--- src/include/fetch_params.svh ---
`ifndef FETCH_PARAMS_SVH
`define FETCH_PARAMS_SVH

// first fetch after reset, boot code in flash
`define FETCH_RESET_PC 32'h3000_0000

// cached window, base inclusive and limit exclusive
`define SDRAM_BASE  32'ha000_0000
`define SDRAM_LIMIT 32'ha200_0000

// 32-byte lines
`define ICACHE_LINE_WORDS 8

// direct mapped, one line per set
`define ICACHE_SETS 16

// arburst codes
`define BURST_FIXED 2'b00
`define BURST_INCR  2'b01

`endif

--- src/rtl/fetch_pkg.sv ---
`default_nettype none

`include "fetch_params.svh"

package fetch_pkg;

	localparam int OFF_W = $clog2(`ICACHE_LINE_WORDS); // word within line
	localparam int IDX_W = $clog2(`ICACHE_SETS);       // set select
	localparam int TAG_W = 32 - IDX_W - OFF_W - 2;     // rest above the index

	typedef logic [31:0]      addr_t;     // byte address
	typedef logic [31:0]      word_t;     // instruction or beat
	typedef logic [OFF_W-1:0] line_off_t;
	typedef logic [IDX_W-1:0] set_idx_t;
	typedef logic [TAG_W-1:0] tag_t;
	typedef logic [1:0]       burst_t;    // arburst field

	function automatic logic in_sdram(input addr_t a);
		return (a >= `SDRAM_BASE) && (a < `SDRAM_LIMIT);
	endfunction

	function automatic line_off_t addr_off(input addr_t a);
		return a[OFF_W+1:2]; // byte offset bits dropped
	endfunction

	function automatic set_idx_t addr_idx(input addr_t a);
		return a[IDX_W+OFF_W+1:OFF_W+2];
	endfunction

	function automatic tag_t addr_tag(input addr_t a);
		return a[31:IDX_W+OFF_W+2];
	endfunction

	function automatic addr_t line_base(input addr_t a);
		return a & ~addr_t'(`ICACHE_LINE_WORDS * 4 - 1); // first word of the line
	endfunction

endpackage

`default_nettype wire

--- src/rtl/fetch_top.sv ---
`timescale 1ns/1ps
`default_nettype none

module fetch_top import fetch_pkg::*; (
	input  logic   clock,
	input  logic   reset,

	output addr_t  araddr,
	output burst_t arburst,
	output logic [3:0] arlen,
	output logic   arvalid,
	input  logic   arready,
	input  word_t  rdata,
	input  logic [1:0] rresp,   // not checked, error beats used as data
	input  logic   rlast,
	input  logic   rvalid,

	input  logic   jump_wrong,
	input  addr_t  jump_addr,
	input  addr_t  dnpc,

	output addr_t  pc,
	output addr_t  pc_next,
	output addr_t  dnpc_next,
	output word_t  inst,
	output logic   inst_valid,
	input  logic   inst_ready
);

	addr_t lookup_addr;   // ifu to cache
	logic  lookup_strobe;
	logic  hit_valid;
	logic  hit;
	word_t hit_data;
	logic  fill_valid;    // refill words
	addr_t fill_addr;
	word_t fill_data;

	ifu u_ifu (
		.clock         (clock),
		.reset         (reset),
		.araddr        (araddr),
		.arburst       (arburst),
		.arlen         (arlen),
		.arvalid       (arvalid),
		.arready       (arready),
		.rdata         (rdata),
		.rlast         (rlast),
		.rvalid        (rvalid),
		.jump_wrong    (jump_wrong),
		.jump_addr     (jump_addr),
		.dnpc          (dnpc),
		.pc            (pc),
		.pc_next       (pc_next),
		.dnpc_next     (dnpc_next),
		.inst          (inst),
		.inst_valid    (inst_valid),
		.inst_ready    (inst_ready),
		.lookup_addr   (lookup_addr),
		.lookup_strobe (lookup_strobe),
		.hit_valid     (hit_valid),
		.hit           (hit),
		.hit_data      (hit_data),
		.fill_valid    (fill_valid),
		.fill_addr     (fill_addr),
		.fill_data     (fill_data)
	);

	icache u_icache (
		.clock         (clock),
		.reset         (reset),
		.lookup_addr   (lookup_addr),
		.lookup_strobe (lookup_strobe),
		.hit_valid     (hit_valid),
		.hit           (hit),
		.hit_data      (hit_data),
		.fill_valid    (fill_valid),
		.fill_addr     (fill_addr),
		.fill_data     (fill_data)
	);

endmodule

`default_nettype wire

--- src/rtl/icache.sv ---
`timescale 1ns/1ps
`default_nettype none

`include "fetch_params.svh"

module icache import fetch_pkg::*; (
	input  logic  clock,
	input  logic  reset,
	input  addr_t lookup_addr,   // pc of the fetch
	input  logic  lookup_strobe,
	output logic  hit_valid,     // answer one cycle after strobe
	output logic  hit,
	output word_t hit_data,
	input  logic  fill_valid,    // one refill word
	input  addr_t fill_addr,
	input  word_t fill_data
);

	logic [`ICACHE_SETS-1:0] valid_q;
	tag_t                    tag_q [`ICACHE_SETS];
	word_t                   data_q [`ICACHE_SETS][`ICACHE_LINE_WORDS];

	set_idx_t  look_idx_q; // registered lookup
	tag_t      look_tag_q;
	line_off_t look_off_q;

	set_idx_t  fill_idx;
	line_off_t fill_off;
	tag_t      fill_tag;
	logic      fill_first; // offset 0, start of a refill
	logic      fill_last;  // offset 7, line complete

	set_idx_t  refill_idx_q; // line being refilled
	tag_t      refill_tag_q;

	assign fill_idx   = addr_idx(fill_addr);
	assign fill_off   = addr_off(fill_addr);
	assign fill_tag   = addr_tag(fill_addr);
	assign fill_first = (fill_off == '0);
	assign fill_last  = (fill_off == '1);

	always_ff @(posedge clock) begin
		if (reset) begin
			hit_valid <= 1'b0;
		end else begin
			hit_valid <= lookup_strobe; // single pulse per strobe
		end
	end

	always_ff @(posedge clock) begin
		if (lookup_strobe) begin
			look_idx_q <= addr_idx(lookup_addr);
			look_tag_q <= addr_tag(lookup_addr);
			look_off_q <= addr_off(lookup_addr);
		end
	end

	// compare against the stored line after the index register
	assign hit      = valid_q[look_idx_q] && (tag_q[look_idx_q] == look_tag_q);
	assign hit_data = data_q[look_idx_q][look_off_q];

	always_ff @(posedge clock) begin
		if (reset) begin
			valid_q <= '0;
		end else if (fill_valid) begin
			if (fill_last) begin
				valid_q[fill_idx] <= 1'b1; // whole line present now
			end else if (fill_first) begin
				valid_q[fill_idx] <= 1'b0; // old contents being overwritten
			end
		end
	end

	always_ff @(posedge clock) begin
		if (fill_valid) begin
			data_q[fill_idx][fill_off] <= fill_data;
			if (fill_first) begin
				refill_idx_q <= fill_idx;
				refill_tag_q <= fill_tag;
			end
			if (fill_last) begin
				tag_q[fill_idx] <= refill_tag_q; // tag of the burst that started the line
			end
		end
	end

	// later words of a refill stay in the line the first word opened
	a_fill_same_line: assert property (@(posedge clock) disable iff (reset)
		fill_valid && !fill_first |-> fill_idx == refill_idx_q && fill_tag == refill_tag_q);

endmodule

`default_nettype wire

--- src/rtl/ifu.sv ---
`timescale 1ns/1ps
`default_nettype none

`include "fetch_params.svh"

module ifu import fetch_pkg::*; (
	input  logic   clock,
	input  logic   reset,

	output addr_t  araddr,
	output burst_t arburst,
	output logic [3:0] arlen,
	output logic   arvalid,
	input  logic   arready,
	input  word_t  rdata,
	input  logic   rlast,
	input  logic   rvalid,

	input  logic   jump_wrong,    // one-cycle redirect
	input  addr_t  jump_addr,
	input  addr_t  dnpc,          // next address for the current pc

	output addr_t  pc,
	output addr_t  pc_next,       // pc of inst
	output addr_t  dnpc_next,     // dnpc seen for inst
	output word_t  inst,
	output logic   inst_valid,
	input  logic   inst_ready,

	output addr_t  lookup_addr,
	output logic   lookup_strobe,
	input  logic   hit_valid,
	input  logic   hit,
	input  word_t  hit_data,
	output logic   fill_valid,
	output addr_t  fill_addr,
	output word_t  fill_data
);

	typedef enum logic [1:0] {
		S_WAIT, // waiting for room at decode
		S_REQ,  // address phase on the read channel
		S_DATA, // read beats coming in
		S_HIT   // cache answer due
	} state_t;

	state_t state_q;
	logic   slot_free;    // decode can take a new inst
	logic   pc_sdram;
	logic   bus_busy;     // request or burst outstanding
	logic   beat;
	logic   burst_end;
	logic   deliver_beat;
	logic   deliver_hit;
	logic   deliver;
	word_t  deliver_word;

	logic   want_q;       // word at pc offset not seen yet
	logic   burst_q;      // current read refills a line
	addr_t  beat_addr_q;  // address of the next beat
	logic   redir_q;      // redirect waits for the burst to drain
	addr_t  redir_addr_q;

	assign slot_free = ~inst_valid | inst_ready;
	assign pc_sdram  = in_sdram(pc);
	assign bus_busy  = (state_q == S_REQ) | (state_q == S_DATA);

	assign lookup_addr   = pc;
	assign lookup_strobe = (state_q == S_WAIT) & slot_free & pc_sdram & ~jump_wrong;

	// sdram misses fetch the whole line, flash a single word
	assign arvalid = (state_q == S_REQ);
	assign araddr  = pc_sdram ? line_base(pc) : pc;
	assign arburst = pc_sdram ? `BURST_INCR : `BURST_FIXED;
	assign arlen   = pc_sdram ? 4'(`ICACHE_LINE_WORDS - 1) : 4'd0;

	assign beat      = (state_q == S_DATA) & rvalid; // rready is tied high
	assign burst_end = beat & rlast;

	assign fill_valid = beat & burst_q;
	assign fill_addr  = beat_addr_q;
	assign fill_data  = rdata;

	// flash beat address equals pc, so the offset test holds there too
	assign deliver_beat = beat & want_q & ~jump_wrong & (addr_off(beat_addr_q) == addr_off(pc));
	assign deliver_hit  = (state_q == S_HIT) & hit_valid & hit & ~jump_wrong;
	assign deliver      = deliver_beat | deliver_hit;
	assign deliver_word = deliver_hit ? hit_data : rdata;

	always_ff @(posedge clock) begin
		if (reset) begin
			state_q <= S_REQ; // reset pc lies in flash
		end else begin
			case (state_q)
				S_WAIT: begin
					if (slot_free & ~jump_wrong) begin
						state_q <= pc_sdram ? S_HIT : S_REQ; // strobe goes out this cycle
					end
				end
				S_HIT: begin
					if (jump_wrong) begin
						state_q <= S_WAIT; // answer belongs to the old path
					end else if (hit_valid) begin
						state_q <= hit ? S_WAIT : S_REQ;
					end
				end
				S_REQ: begin
					if (arready) begin
						state_q <= S_DATA;
					end
				end
				default: begin
					if (burst_end) begin
						state_q <= S_WAIT;
					end
				end
			endcase
		end
	end

	always_ff @(posedge clock) begin
		if (reset) begin
			want_q <= 1'b0;
		end else if (jump_wrong | deliver_beat) begin
			want_q <= 1'b0;
		end else if ((state_q == S_REQ) & arready & ~redir_q) begin
			want_q <= 1'b1; // drained reads never deliver
		end
	end

	always_ff @(posedge clock) begin
		if ((state_q == S_REQ) & arready) begin
			burst_q     <= pc_sdram;
			beat_addr_q <= araddr;
		end else if (beat) begin
			beat_addr_q <= beat_addr_q + 32'd4; // incrementing burst
		end
	end

	always_ff @(posedge clock) begin
		if (reset) begin
			redir_q <= 1'b0;
		end else if (jump_wrong & bus_busy & ~burst_end) begin
			redir_q <= 1'b1;
		end else if (burst_end) begin
			redir_q <= 1'b0;
		end
	end

	always_ff @(posedge clock) begin
		if (jump_wrong) begin
			redir_addr_q <= jump_addr; // latest target wins
		end
	end

	always_ff @(posedge clock) begin
		if (reset) begin
			pc <= `FETCH_RESET_PC;
		end else if (jump_wrong & (~bus_busy | burst_end)) begin
			pc <= jump_addr; // nothing on the bus to drain
		end else if (burst_end & redir_q) begin
			pc <= redir_addr_q;
		end else if (deliver) begin
			pc <= dnpc;
		end
	end

	always_ff @(posedge clock) begin
		if (reset) begin
			inst_valid <= 1'b0;
		end else if (jump_wrong) begin
			inst_valid <= 1'b0; // old path inst dropped
		end else if (deliver) begin
			inst_valid <= 1'b1;
		end else if (inst_ready) begin
			inst_valid <= 1'b0;
		end
	end

	always_ff @(posedge clock) begin
		if (deliver) begin
			inst      <= deliver_word;
			pc_next   <= pc;
			dnpc_next <= dnpc; // sampled as the fetch completes
		end
	end

	// address phase held until the slave takes it
	a_ar_hold: assert property (@(posedge clock) disable iff (reset)
		arvalid && !arready |=> arvalid && $stable(araddr) && $stable(arlen) && $stable(arburst));

	// cache never sees a refill word and a lookup together
	a_fill_no_lookup: assert property (@(posedge clock) disable iff (reset)
		!(fill_valid && lookup_strobe));

endmodule

`default_nettype wire

--- config.mk ---
export PLATFORM = sky130hd
export DESIGN_NAME = fetch_top
export DESIGN_NICKNAME = d
export VERILOG_FILES = /design/src/rtl/fetch_pkg.sv /design/src/rtl/fetch_top.sv /design/src/rtl/icache.sv /design/src/rtl/ifu.sv
export VERILOG_INCLUDE_DIRS = /design/src /design/src/include
export SDC_FILE = /design/constraint.sdc
export NUM_CORES = 2
export LEC_CHECK = 0
export BUFFER_PORTS_ARGS = -buffer_cell sky130_fd_sc_hd__buf_2
export CAP_MARGIN = 20
export CELL_PAD_IN_SITES_DETAIL_PLACEMENT = 1
export CELL_PAD_IN_SITES_GLOBAL_PLACEMENT = 1
export CORE_MARGIN = 1.5
export CORE_UTILIZATION = 50
export CTS_CLUSTER_DIAMETER = 80
export DETAILED_ROUTE_END_ITERATION = 12
export PLACE_DENSITY_LB_ADDON = 0.2
export SYNTH_ARGS = -nofsm -noshare
export SYNTH_HDL_FRONTEND = slang
export SYNTH_MEMORY_MAX_BITS = 65536
export SYNTH_SLANG_ARGS = --single-unit
export TNS_END_PERCENT = 5
--- constraint.sdc ---
create_clock -name clock -period 6.8 [get_ports clock]
set_input_delay 0.68 -clock clock [delete_from_list [all_inputs] [get_ports clock]]
set_output_delay 0.68 -clock clock [all_outputs]
set_load 0.005 [all_outputs]
==> qor.csv <==
metric;value;unit
ant_nets;0;
port_buffers;268;
syn_inst;7600;
worst-setup-path-type;flop to flop;
critPathLaunchType;flop;
placed_cell_area;190000;um2
ys_async_sr_fraction;0;%
path_clk_slew;0.06;ns
ctsHoldBuffers;65;
powerDensity;289;nW/um2
ys.flop_type;edfxtp_1;
drt_pass1_iterations;5;
synth.avg_cell_area;23.9;um2
grt_pass1_vias;88400;
fillers;29600;
synth_area_leaders;edfxtp_1 (77%), mux4_2 (17%), dfxtp_1 (0.64%);
via_count;85600;
intPower;46.7;mW
antenna_found_initial;49;
setup_tns;0;ns
final_cell_mix;edfxtp_1 (4,676), mux4_2 (1,410), clkbuf_16 (474);
hold_path_startpoint;inst_ready;
overflow;0;
skew;0.0477;ns
chipHeight;606;um
crit_fanout;64;
synth-edff-count;4676;
critPathArrivalTime;6.00;ns
worstPathRequired;7.53;ns
cap_violations;0;
seqPwrFrac;54.8;%
route.detailed.drc;0;
grt_pass1_wl;681000;um
yosys.area.top_type;edfxtp_1;
final_nets;8350;
irDropWorstVdd;0.233;mV
clockBufferDepth;4;
clockRootBuffer;clkbuf_16;
grt_usage;26.5;%
synth_top_area_share;77.3;%
p_leak;64.1;nW
maxSlewHeadroom;17.1;%
p_sw;12.8;mW
yosysSeqAreaShare;78.0;%
drive_gt1_share;32.4;%
end_kind;flop;
min_period;5.27;ns
utilization;56.8;%
core-area;362000;um2
routedWlPerCell;36.1;um
gp_congestion;0.798;
final_common_cell;edfxtp_1;
netlist_area;182000;um2
cts_tree;yes;
drtIter0Drc;11100;
finalMaxSlewViolations;0;
post_cts_buffers;0;
grt_max_degree;148;
pwr-share-comb;3.2;%
synth_seq_cells;4734;
grt_setup_unrepaired;false;
hold_path_class;input port to flop;
switching_share;21.5;%
yosysWarnings;0;
worst_pin_slew;1.24;ns
power_frac_clock;42.0;%
clock-sinks;4734;
num_rows;221;
initial_core_util;50.2;%
hpwl;274000;um
cts_buffers;468;
io_pins;273;
fmax;190;MHz
syn2layout_area_growth;13.2;%
outcome;completed;
via_per_inst;6.37;
drt_wl_total;485000;um
final_cell_area;206000;um2
finalHoldViolCount;0;
chipWidth;606;um
setup_viol;0;
h-tree-depth;5;
cts_resized;0;
finalPower;59.4;mW
min_period_over_period;77.5;%
clock_latency;1.02;ns
dieArea;367000;um2
synth.distinct_cells;62;
## power by group through the flow
| stage | Sequential (mW) | Combinational, mW | Clock (mW) |
|---|---|---|---|
| after floorplan | 33.0 | 0.703 | 0 |
| after global placement | 33.2 | 1.75 | 0 |
| after CTS | 32.6 | 1.86 | 25.3 |
| after global routing | 32.6 | 2.00 | 26.2 |
| after detailed placement | 33.2 | 1.82 | 0 |
| final | 32.6 | 1.88 | 25.0 |
## state kept, by name, indices dropped and copies added (netlist names), named ones only
signal / count
u_icache.data_q: 4096
u_icache.tag_q: 368
u_ifu.dnpc_next: 32
u_ifu.inst: 32
u_ifu.lookup_addr: 32
u_ifu.pc_next: 32
u_ifu.redir_addr_q: 32
u_ifu.fill_addr: 30
u_icache.look_tag_q: 23
u_icache.refill_tag_q: 23
u_icache.look_idx_q: 4
u_icache.look_off_q: 3
u_ifu.state_q: 2
u_icache.hit_valid: 1
u_ifu.burst_q: 1
u_ifu.inst_valid: 1
u_ifu.redir_q: 1
u_ifu.want_q: 1
## final cells by class
cell class	count	area [um2]	area share, %
Inverter	25	93.8	0.0456
Multi-Input combinational cell	2402	38700	18.8
Sequential cell	4734	142000	68.9
Clock inverter	299	2350	1.15
Antenna cell	14	35.0	0.0170
Tap cell	4794	6000	2.92
Clock buffer	569	12300	5.98
Timing Repair Buffer	606	4540	2.21
## worst paths after layout
path	to	slack (ns)	cells after the start
max	u_ifu.inst[31]$_DFFE_PP_	1.53	8
min	u_ifu.inst_valid$_SDFFE_PP0P_	0.09	4
max reg2reg	u_ifu.inst[31]$_DFFE_PP_	1.53	8
min reg2reg	flop	0.48	2
## through the flow
step / cells / hold slack (ns) / setup WS [ns]
2_1_floorplan: 7601 / 0.448 / 1.32
3_3_place_gp: 12500 / 0.461 / 1.57
3_5_place_dp: 12500 / 0.471 / 1.57
4_1_cts: 13400 / 0.0351 / 1.57
5_1_grt: 13400 / 0.116 / 1.34
6_report: 13400 / 0.0894 / 1.53
## routing by layer
layer  wire length, um  vias up  global-route usage (%)
li1                  -    33800                       -
met3             39200      629                    4.05
met4             15100       10                    7.93
met5                58        -                       0
met1            195000    47100                    37.9
met2            236000     4060                    42.8
## cells in the mapped netlist, drive strengths merged, types with 19 or more instances
cell type / count
nand2: 142
inv: 25
nand3: 58
a22oi: 19
xnor2: 20
a21oi: 83
dfxtp: 58
mux4: 1410
clkbuf: 173
nor2: 196
mux2i: 104
mux2: 22
buf: 267
xor2: 40
nand2b: 33
edfxtp: 4676
o21ai: 132
## critical path, cell delays in order, from the launching register on
cell	delay, ns
dfxtp_4	0.63
buf_12	0.37
buf_4	0.74
buf_4	0.86
mux4_2	0.41
mux4_2	0.63
mux4_2	0.68
mux2i_1	0.23
o21ai_1	0.08
## kinds of logic after synthesis
| logic type | Yosys count | synth area share (%) |
|---|---|---|
| flops | 4734 | 78.0 |
| mux | 1536 | 18.2 |
| fa+ha+maj | 8 | 0.0551 |
| xor+xnor | 60 | 0.289 |
| other cells | 1 | 0.00207 |
| buf+inv | 465 | 1.31 |
| simple gates | 515 | 1.29 |
| compound gates | 281 | 0.888 |
Note: power is estimated with default switching activity, not from simulation.
